`config.mk`:
```
export PLATFORM = sky130hd
export DESIGN_NAME = pcie_queue_top
export DESIGN_NICKNAME = d
export VERILOG_FILES = /design/src/pcie_queue_pkg.sv /design/src/bar_read_path.sv /design/src/core_ring_pointer.sv /design/src/pcie_queue_top.sv /design/src/queue_reg_file.sv
export VERILOG_INCLUDE_DIRS = /design/src
export SDC_FILE = /design/constraint.sdc
export NUM_CORES = 1
export LEC_CHECK = 0
export BUFFER_PORTS_ARGS = -buffer_cell sky130_fd_sc_hd__buf_2
export CORE_AREA = 3 3 680 682
export CTS_BUF_LIST = sky130_fd_sc_hd__clkbuf_4 sky130_fd_sc_hd__clkbuf_8 sky130_fd_sc_hd__clkbuf_16
export CTS_CLUSTER_SIZE = 12
export DETAILED_ROUTE_END_ITERATION = 12
export DIE_AREA = 0 0 683 685
export HOLD_SLACK_MARGIN = 0.02
export SLEW_MARGIN = 20
export SYNTH_ARGS = -nofsm -noshare
export SYNTH_HDL_FRONTEND = slang
export SYNTH_SLANG_ARGS = --single-unit
export TNS_END_PERCENT = 50
```
`constraint.sdc`:
```
create_clock -name pcie_clk -period 9.8 [get_ports pcie_clk]
set_clock_uncertainty 0.2 [all_clocks]
set_input_delay 0.49 -clock pcie_clk [delete_from_list [all_inputs] [get_ports pcie_clk]]
set_output_delay 0.49 -clock pcie_clk [all_outputs]
set_load 0.1 [all_outputs]
```
`src/pcie_queue_cfg.svh`:
```
`ifndef PCIE_QUEUE_CFG_SVH
`define PCIE_QUEUE_CFG_SVH

// number of DMA cores and bits of a core index
`define PQ_NUM_CORES 4
`define PQ_CORE_BITS 2

// BAR 0 byte address width
`define PQ_ADDR_WIDTH 16

// core index starts at this address bit, 4 KB window per core
`define PQ_WINDOW_SHIFT 12

// first 64-byte line served by the ring buffer BRAM
`define PQ_BRAM_OFFSET 256

// ring head and tail pointer width
`define PQ_RB_AWIDTH 16

`endif

```
`src/pcie_queue_pkg.sv`:
```
`default_nettype none
`include "pcie_queue_cfg.svh"

package pcie_queue_pkg;

    // core index
    typedef logic [`PQ_CORE_BITS-1:0] core_idx_t;

    // ring head or tail pointer
    typedef logic [`PQ_RB_AWIDTH-1:0] ring_ptr_t;

    // kernel memory address of a ring
    typedef logic [63:0] kmem_addr_t;

    // one BAR data line and its byte enables
    typedef logic [511:0] bar_line_t;
    typedef logic [63:0] bar_be_t;

    // byte address and 64-byte line address
    typedef logic [`PQ_ADDR_WIDTH-1:0] bar_addr_t;
    typedef logic [`PQ_ADDR_WIDTH-7:0] line_addr_t;

endpackage

`default_nettype wire

```
`src/bar_read_path.sv`:
```
`timescale 1ns/1ps
`default_nettype none
`include "pcie_queue_cfg.svh"

module bar_read_path (
    input  logic                       pcie_clk,
    input  logic                       pcie_reset_n,

    input  logic                       pcie_read,
    input  pcie_queue_pkg::bar_addr_t  pcie_address,

    output pcie_queue_pkg::core_idx_t  win_core,
    input  logic [127:0]               win_data,

    output logic                       frb_read,
    output pcie_queue_pkg::line_addr_t frb_address,
    input  pcie_queue_pkg::bar_line_t  frb_readdata,
    input  logic                       frb_readvalid,

    output pcie_queue_pkg::bar_line_t  pcie_readdata,
    output logic                       pcie_readdatavalid
);

    pcie_queue_pkg::line_addr_t line_addr;
    logic                       reg_region;
    logic                       reg_region_r1;
    logic                       reg_region_r2;
    logic                       read_r1;
    logic                       read_r2;
    pcie_queue_pkg::core_idx_t  core_r1;
    pcie_queue_pkg::core_idx_t  core_r2;
    logic                       reg_resp;

    assign line_addr  = pcie_address[`PQ_ADDR_WIDTH-1:6];
    assign reg_region = line_addr < pcie_queue_pkg::line_addr_t'(`PQ_BRAM_OFFSET);

    // BRAM lines go straight out with the offset removed
    assign frb_read    = pcie_read && !reg_region;
    assign frb_address = line_addr - pcie_queue_pkg::line_addr_t'(`PQ_BRAM_OFFSET);

    // two cycle delay on the register side
    always_ff @(posedge pcie_clk) begin
        if (!pcie_reset_n) begin
            reg_region_r1 <= 1'b0;
            reg_region_r2 <= 1'b0;
            read_r1       <= 1'b0;
            read_r2       <= 1'b0;
        end else begin
            reg_region_r1 <= reg_region;
            reg_region_r2 <= reg_region_r1;
            read_r1       <= pcie_read;
            read_r2       <= read_r1;
        end
    end

    // core index travels with the read
    always_ff @(posedge pcie_clk) begin
        core_r1 <= pcie_address[`PQ_WINDOW_SHIFT +: `PQ_CORE_BITS];
        core_r2 <= core_r1;
    end

    assign win_core = core_r2;
    assign reg_resp = read_r2 && reg_region_r2;

    always_ff @(posedge pcie_clk) begin
        if (!pcie_reset_n) begin
            pcie_readdatavalid <= 1'b0;
        end else begin
            pcie_readdatavalid <= reg_resp || frb_readvalid;
        end
    end

    // register window zero-extended to a full line
    always_ff @(posedge pcie_clk) begin
        if (reg_resp) begin
            pcie_readdata <= {384'b0, win_data};
        end else if (frb_readvalid) begin
            pcie_readdata <= frb_readdata;
        end
    end

endmodule

`default_nettype wire

```
`src/core_ring_pointer.sv`:
```
`timescale 1ns/1ps
`default_nettype none

module core_ring_pointer (
    input  logic                      pcie_clk,
    input  logic                      pcie_reset_n,
    input  logic                      dma_done,
    input  logic [2:0]                total_core,
    output pcie_queue_pkg::core_idx_t core_id
);

    logic last_core;

    // wrap at the configured core count
    assign last_core = (3'(core_id) == total_core - 3'd1);

    always_ff @(posedge pcie_clk) begin
        if (!pcie_reset_n) begin
            core_id <= '0;
        end else if (dma_done) begin
            if (last_core) begin
                core_id <= '0;
            end else begin
                core_id <= core_id + 1'b1;
            end
        end
    end

endmodule

`default_nettype wire

```
`src/pcie_queue_top.sv`:
```
`timescale 1ns/1ps
`default_nettype none

module pcie_queue_top (
    input  logic                       pcie_clk,
    input  logic                       pcie_reset_n,

    // BAR 0
    input  logic                       pcie_read,
    input  logic                       pcie_write,
    input  pcie_queue_pkg::bar_addr_t  pcie_address,
    input  pcie_queue_pkg::bar_line_t  pcie_writedata,
    input  pcie_queue_pkg::bar_be_t    pcie_byteenable,
    output pcie_queue_pkg::bar_line_t  pcie_readdata,
    output logic                       pcie_readdatavalid,

    // from the f2c engine
    input  logic                       dma_done,
    input  pcie_queue_pkg::ring_ptr_t  new_tail,
    input  logic [2:0]                 total_core,

    // ring buffer BRAM read port
    output logic                       frb_read,
    output pcie_queue_pkg::line_addr_t frb_address,
    input  pcie_queue_pkg::bar_line_t  frb_readdata,
    input  logic                       frb_readvalid,

    // selected queue
    output pcie_queue_pkg::ring_ptr_t  f2c_head,
    output pcie_queue_pkg::ring_ptr_t  f2c_tail,
    output pcie_queue_pkg::kmem_addr_t f2c_kmem_addr
);

    pcie_queue_pkg::core_idx_t core_id;
    pcie_queue_pkg::core_idx_t win_core;
    logic [127:0]              win_data;

    core_ring_pointer u_core_ring_pointer (
        .pcie_clk     (pcie_clk),
        .pcie_reset_n (pcie_reset_n),
        .dma_done     (dma_done),
        .total_core   (total_core),
        .core_id      (core_id)
    );

    queue_reg_file u_queue_reg_file (
        .pcie_clk        (pcie_clk),
        .pcie_reset_n    (pcie_reset_n),
        .pcie_write      (pcie_write),
        .pcie_address    (pcie_address),
        .pcie_writedata  (pcie_writedata),
        .pcie_byteenable (pcie_byteenable),
        .dma_done        (dma_done),
        .new_tail        (new_tail),
        .core_id         (core_id),
        .win_core        (win_core),
        .win_data        (win_data),
        .f2c_head        (f2c_head),
        .f2c_tail        (f2c_tail),
        .f2c_kmem_addr   (f2c_kmem_addr)
    );

    bar_read_path u_bar_read_path (
        .pcie_clk           (pcie_clk),
        .pcie_reset_n       (pcie_reset_n),
        .pcie_read          (pcie_read),
        .pcie_address       (pcie_address),
        .win_core           (win_core),
        .win_data           (win_data),
        .frb_read           (frb_read),
        .frb_address        (frb_address),
        .frb_readdata       (frb_readdata),
        .frb_readvalid      (frb_readvalid),
        .pcie_readdata      (pcie_readdata),
        .pcie_readdatavalid (pcie_readdatavalid)
    );

endmodule

`default_nettype wire

```
`src/queue_reg_file.sv`:
```
`timescale 1ns/1ps
`default_nettype none
`include "pcie_queue_cfg.svh"

module queue_reg_file (
    input  logic                       pcie_clk,
    input  logic                       pcie_reset_n,

    input  logic                       pcie_write,
    input  pcie_queue_pkg::bar_addr_t  pcie_address,
    input  pcie_queue_pkg::bar_line_t  pcie_writedata,
    input  pcie_queue_pkg::bar_be_t    pcie_byteenable,

    input  logic                       dma_done,
    input  pcie_queue_pkg::ring_ptr_t  new_tail,
    input  pcie_queue_pkg::core_idx_t  core_id,

    input  pcie_queue_pkg::core_idx_t  win_core,
    output logic [127:0]               win_data,

    output pcie_queue_pkg::ring_ptr_t  f2c_head,
    output pcie_queue_pkg::ring_ptr_t  f2c_tail,
    output pcie_queue_pkg::kmem_addr_t f2c_kmem_addr
);

    localparam int PAD_W = 32 - `PQ_RB_AWIDTH;

    pcie_queue_pkg::ring_ptr_t tail [`PQ_NUM_CORES];
    pcie_queue_pkg::ring_ptr_t head [`PQ_NUM_CORES];
    logic [31:0]               kmem_low [`PQ_NUM_CORES];
    logic [31:0]               kmem_high [`PQ_NUM_CORES];

    pcie_queue_pkg::core_idx_t wr_core;
    logic                      wr_reg_region;
    logic                      head_wr;
    logic                      kmem_low_wr;
    logic                      kmem_high_wr;

    // core window decode, BRAM lines never touch the registers
    assign wr_core       = pcie_address[`PQ_WINDOW_SHIFT +: `PQ_CORE_BITS];
    assign wr_reg_region = pcie_address[`PQ_ADDR_WIDTH-1:6] <
                           pcie_queue_pkg::line_addr_t'(`PQ_BRAM_OFFSET);

    // dword 0 is the tail and stays FPGA-owned
    assign head_wr      = pcie_write && wr_reg_region && (&pcie_byteenable[7:4]);
    assign kmem_low_wr  = pcie_write && wr_reg_region && (&pcie_byteenable[11:8]);
    assign kmem_high_wr = pcie_write && wr_reg_region && (&pcie_byteenable[15:12]);

    // host-written registers
    always_ff @(posedge pcie_clk) begin
        if (!pcie_reset_n) begin
            for (int i = 0; i < `PQ_NUM_CORES; i++) begin
                head[i]      <= '0;
                kmem_low[i]  <= '0;
                kmem_high[i] <= '0;
            end
        end else begin
            if (head_wr) begin
                head[wr_core] <= pcie_writedata[32 +: `PQ_RB_AWIDTH];
            end
            if (kmem_low_wr) begin
                kmem_low[wr_core] <= pcie_writedata[95:64];
            end
            if (kmem_high_wr) begin
                kmem_high[wr_core] <= pcie_writedata[127:96];
            end
        end
    end

    // tail of the current core on each DMA completion
    always_ff @(posedge pcie_clk) begin
        if (!pcie_reset_n) begin
            for (int i = 0; i < `PQ_NUM_CORES; i++) begin
                tail[i] <= '0;
            end
        end else if (dma_done) begin
            tail[core_id] <= new_tail;
        end
    end

    // queue handed to the f2c engine
    always_ff @(posedge pcie_clk) begin
        if (!pcie_reset_n) begin
            f2c_head      <= '0;
            f2c_tail      <= '0;
            f2c_kmem_addr <= '0;
        end else begin
            f2c_head      <= head[core_id];
            f2c_tail      <= tail[core_id];
            f2c_kmem_addr <= {kmem_high[core_id], kmem_low[core_id]};
        end
    end

    // tail, head, kmem low, kmem high from dword 0 up
    assign win_data = {
        kmem_high[win_core],
        kmem_low[win_core],
        {PAD_W{1'b0}}, head[win_core],
        {PAD_W{1'b0}}, tail[win_core]
    };

endmodule

`default_nettype wire

```
Yosys cells after proc, flatten, opt, wreduce, memory -nomap -nowiden
Memories as Yosys holds them, arrays and structs flattened. A register that Yosys moved wholly into a read port is not among the register bits.
Index checks and enable logic that the tools add are counted.
W data, S select, Z words.
{ "word_totals": {"mem_bits_rw": 384, "reg_bits": 521, "n_memories": 4, "elab_cells": 66} }
{ "classes": {"add_sub_neg": 3, "eq_ne": 1, "n_reduce_logical": 20, "n_lt_le_gt_ge": 1, "muxes": 28} }
{ "mem_list": {"columns": ["memory", "depth", "width", "rd", "rd_ports_with_merged_regs", "write_ports", "line", "source"], "rows": [
  ["u_queue_reg_file.kmem_high", 4, 32, 2, 2, 4, "queue_reg_file.sv:31", "logic [31:0] kmem_high [`PQ_NUM_CORES];"],
  ["u_queue_reg_file.kmem_low", 4, 32, 2, 2, 4, "queue_reg_file.sv:30", "logic [31:0] kmem_low [`PQ_NUM_CORES];"],
  ["u_queue_reg_file.head", 4, 16, 2, 2, 4, "queue_reg_file.sv:29", "pcie_queue_pkg::ring_ptr_t head [`PQ_NUM_CORES];"],
  ["u_queue_reg_file.tail", 4, 16, 2, 2, 4, "queue_reg_file.sv:28", "pcie_queue_pkg::ring_ptr_t tail [`PQ_NUM_CORES];"]
]} }
{ "ops": {"columns": ["cell", "n"], "rows": [
  ["$mux W128", 2],
  ["$mux W32", 2],
  ["$reduce_or A32 Y1", 2],
  ["$mux W16", 2],
  ["$reduce_or A16 Y1", 2],
  ["$mux W1", 17],
  ["$reduce_and A4 Y1", 3],
  ["$lt A10 B9 Y1 const B", 1],
  ["$mux W2", 5],
  ["$sub A10 B9 Y10 const B", 1],
  ["$logic_and A1 B1 Y1", 6],
  ["$logic_not A1 Y1", 5],
  ["$eq A2 B3 Y1", 1],
  ["$sub A3 B1 Y3 const B", 1],
  ["$add A2 B1 Y2 const B", 1],
  ["$reduce_bool A2 Y1", 1],
  ["$logic_or A1 B1 Y1", 1]
]} }

Depth between registers and ports, before layout
{ "depth": {"ltp_word": 8, "depth_mapped": 7, "depth_no_buf": 5} }

Modules after synthesis
A second synthesis with hierarchy kept.
{ "unflattened": {"cells_unflattened": 3019, "hier_area_um2": 41847.6} }
{ "by_module_without_submodules": {"columns": ["mod", "seq_area_each_um2", "instances", "cells_per_inst", "area_per_inst_um2"], "rows": [
  ["queue_reg_file", 13452.9, 1, 1464, 22365.2],
  ["bar_read_path", 11711.2, 1, 1537, 19337.3],
  ["core_ring_pointer", 40.0, 1, 18, 145.1]
]} }

Least setup slack after synthesis
Ideal clock, no wire load.
{ "synth_path": {"kind": "input port to flip-flop", "startpoint": "input port pcie_address[14]", "endpoint": "memory u_queue_reg_file.kmem_high[3][0], enable pin", "arrival_time_ps": 4159, "path_slack_ps": 4975, "t_required_ps": 9134, "n_path_buf": 1, "setup_time_ps": 466, "path_stages": 6, "cell_sequence": "inv_1 ha_1 and2_1 buf_2 nand2_1 o21ai_0"} }
{ "synth_rtl": {"columns": ["item", "line", "source"], "rows": [
  ["start, declared", "pcie_queue_top.sv:11", "input pcie_queue_pkg::bar_addr_t pcie_address,"],
  ["end, declared", "queue_reg_file.sv:31", null]
]} }

==> impl_results.md <==
* Run status: finished, final reports clean
* Unrepaired setup endpoints after global routing: false
* Iteration-0 DRC count of the detailed router at 2720
* Die width at 683 µm
* Buffer cell driving the clock tree root: sky130_fd_sc_hd__clkbuf_16
* Post-cts gate resize count at 0
* Overall power of the completed layout at 13.73 mW
* Clk sinks at 1003
* Required time of the worst setup path at 10.01 ns
* Skew-Pair Late Insertion Delay at 0.86 ns
* CTS buffer count at 136
* Height of the die at 685 µm
* Leading register cell type out of synthesis: sky130_fd_sc_hd__dfxtp_1
* Clock slew at the register clock pins of the worst setup and hold paths at 0.06 ns
* Core Footprint at 0.4564 mm²
* Depth of the worst register-to-register path at 5
* Maximum count of clock buffers along a single path at 4
* Row Count at 248
* Overall Global Routing Usage at 12.11%
* Maximum capacitance violations at 0
* Synthesized Nets at 4326
* Detailed-route DRC error count at 0
* Detailed-route vias per instance at 2.931
* Hold Crit Depth at 5
* Synth warn at 0
* Sum of negative setup slack at 0 ns
* Max_slew headroom at 27.15%
* Antenna Violating Nets Remaining at 0
* Number of levels in the clock H-tree at 4
* HPWL Detailed at 242.0 mm
* Die ar. at 0.4679 mm²
* Footprint of the multi-input gates at 0.01407 mm²
* Arrival time at the worst endpoint at 3.93 ns
* Post-synthesis cell type with the largest combined area: sky130_fd_sc_hd__edfxtp_1
* Post-synthesis sequential area ratio at 61.87%
* Global-route congestion overflow total at 0
* Filler cell count at 51240
* Max frequency at 268.6 MHz
* Power density over cell area at 212.9 mW/mm²
* Clock tree from TritonCTS: built
* Maximum number of pins on one net before global-route repair at 156
* Startpoint of the tightest hold check path: total_core[0]
* Final period util at 37.99%
* Top area cells in the synthesized netlist: sky130_fd_sc_hd__edfxtp_1 36%, sky130_fd_sc_hd__dfxtp_1 26%, sky130_fd_sc_hd__mux4_2 11%, sky130_fd_sc_hd__mux2i_1 10%, sky130_fd_sc_hd__nor2_1 7.2%
* Final critical-path required period at 3.723 ns
* Async set-reset flop share out of synthesis at 0%
* Largest fanout of any net on the critical path at 33
* Leakage power figure at 25.54 nW
* I/O Pins at 1749
* Wire length of the first global-routing pass at 363.8 mm
* Post-synthesis to final-layout area growth at 60.40%
* Fraction of layout instances using a drive strength above 1 at 34.09%
* Final routed wire length divided by cell count at 26.01 µm
* Post-Synthesis Mean Instance Area at 12.59 µm²
* Max-slew violation count at 0
* Number of port buffers at 1246
* Max rail drop VDD at 0.0001341 V
* EDFF count, synth at 480
* Number of global-route vias before repair at 33130
* Tightest Pin Transition at 1.089 ns
* Register Area at 0.02490 mm²
* Count of state elements after synthesis at 1003
* Starting density of the core at 8.811%
* Antenna violations before repair at 247
* Endpoint type of the worst setup path: register
* Number of hold-slack violations in the final timing report at 0
* Fraction of synthesized cell area taken by the top area cell type at 35.84%
* Post-synth cell types at 30
* Router iterations before antenna repair at 8
* Worst Setup SP: pcie_address[14]
* Netlist area before placement at 0.04022 mm²
* Final weighted congestion in routability-driven placement at 0.9173
* Total detailed-routing wirelength at 295.8 mm
* Number of setup violations in the final report at 0
* Min-delay worst type: in2reg
* Net total in the final layout at 6155
* Critical path launch point type: primary input
* Vias after detailed routing at 33330
* Count of mapped cells out of synthesis at 3195
* Worst setup path category: in2reg
routing by layer:
metal  track usage, %  vias up  wire length (µm)
met3            3.705      509             24490
li1                 -    14950                 -
met4            5.169       50             16000
met2            22.54     1629            154000
met1            12.36    16190            100900
met5           0.2784        -               408
cell families (layout without fill, tap and decap cells):
logic type | after synthesis | in the layout | share of synthesized area (%)
and+or+nand+nor | 1215 | 1215 | 12.23
DFF | 1003 | 1003 | 61.87
muxes | 608 | 608 | 21.10
buffers and inverters | 260 | 2193 | 3.372
AOI/OAI and AO/OA | 104 | 104 | 1.300
xor gates and xnor gates | 3 | 3 | 0.06534
adders and majority gates | 2 | 2 | 0.06221
other | 0 | 118 | 0
Yosys cell counts (2+ instances only):
master	number
sky130_fd_sc_hd__and2_1	120
sky130_fd_sc_hd__and4_1	3
sky130_fd_sc_hd__buf_1	5
sky130_fd_sc_hd__buf_12	8
sky130_fd_sc_hd__buf_2	136
sky130_fd_sc_hd__buf_4	9
sky130_fd_sc_hd__buf_6	6
sky130_fd_sc_hd__clkbuf_1	73
sky130_fd_sc_hd__dfxtp_1	523
sky130_fd_sc_hd__edfxtp_1	480
sky130_fd_sc_hd__ha_1	2
sky130_fd_sc_hd__inv_1	22
sky130_fd_sc_hd__mux2i_1	416
sky130_fd_sc_hd__mux4_2	192
sky130_fd_sc_hd__nand2_1	302
sky130_fd_sc_hd__nand2b_1	2
sky130_fd_sc_hd__nand3_1	11
sky130_fd_sc_hd__nor2_1	769
sky130_fd_sc_hd__nor2b_1	3
sky130_fd_sc_hd__o21ai_0	62
sky130_fd_sc_hd__o21ai_1	40
sky130_fd_sc_hd__or2_2	2
sky130_fd_sc_hd__xnor2_1	2
placed cells by master, fill, tap and decap left out, types with 118 or more instances in the layout:
cell type / count
sky130_fd_sc_hd__edfxtp_1: 480
sky130_fd_sc_hd__mux2i_1: 416
sky130_fd_sc_hd__dlygate4sd3_1: 633
sky130_fd_sc_hd__mux4_2: 192
sky130_fd_sc_hd__nand2_1: 294
sky130_fd_sc_hd__diode_2: 118
sky130_fd_sc_hd__buf_2: 1244
sky130_fd_sc_hd__clkbuf_16: 138
sky130_fd_sc_hd__dfxtp_1: 519
sky130_fd_sc_hd__nor2_1: 769
sky130_fd_sc_hd__and2_1: 119
where the power goes:
group / internal (mW) / leakage (nW) / switching, mW
sequential: 4.74 / 9.09 / 0.176
combinational: 0.747 / 14.2 / 2.96
clock: 2.97 / 2.24 / 2.15
total: 8.45 / 25.5 / 5.28
final cells by class:
class	instances	share of cell area (%)
Clock buffer	187	6.078
Clock inverter	55	0.8767
Multi-Input combinational cell	1932	21.80
Sequential cell	1003	38.60
Inverter	22	0.1280
Timing Repair Buffer	1929	20.18
Antenna cell	118	0.4577
Tap cell	6125	11.88
metrics by stage:
| stage | std cells | utilization (%) | setup WS, ns | area [µm²] | hold slack (ns) |
|---|---|---|---|---|---|
| 6_report | 11370 | 14.13 | 6.077 | 64510 | 0.09522 |
| 5_1_grt | 11330 | 14.11 | 5.912 | 64410 | 0.07896 |
| 4_1_cts | 11250 | 14.07 | 5.901 | 64210 | 0.03784 |
| 3_5_place_dp | 10380 | 11.70 | 5.692 | 53390 | 0.1118 |
| 3_3_place_gp | 10380 | 11.70 | 5.698 | 53390 | 0.1111 |
| 2_1_floorplan | 3195 | - | 4.975 | 40220 | 0.1096 |
sequential cells by signal, indices dropped and copies added, names as in the netlist, 16 cells and up, named ones only:
name	flops
u_queue_reg_file.tail	64
u_queue_reg_file.head	64
u_queue_reg_file.kmem_high	128
u_queue_reg_file.f2c_head	16
u_bar_read_path.pcie_readdata	512
u_queue_reg_file.kmem_low	128
u_queue_reg_file.f2c_kmem_addr	64
u_queue_reg_file.f2c_tail	16
critical path: stages:
cell and delay (ns):
sky130_fd_sc_hd__dlygate4sd3_1 0.53, sky130_fd_sc_hd__buf_2 0.14, sky130_fd_sc_hd__inv_1 0.07, sky130_fd_sc_hd__ha_1 0.17, sky130_fd_sc_hd__and2_1 0.67, sky130_fd_sc_hd__nand2_2 0.86
sky130_fd_sc_hd__o21ai_4 0.35, sky130_fd_sc_hd__buf_4 0.54
path summary, 6_finish.rpt:
check,slack (ns),endpoint
max,6.08,u_queue_reg_file.kmem_low[3][10]
min,0.1,u_core_ring_pointer.core_id[0]
max reg2reg,6.23,u_bar_read_path.pcie_readdata[127]
min reg2reg,0.12,register
what timing repair did:
item / in CTS / in global routing
hold endpoints to repair: 932 / 0
buffers inserted: 0 / 0
hold buffers: 633 / 0
Note: power is estimated with default switching activity, not from simulation.
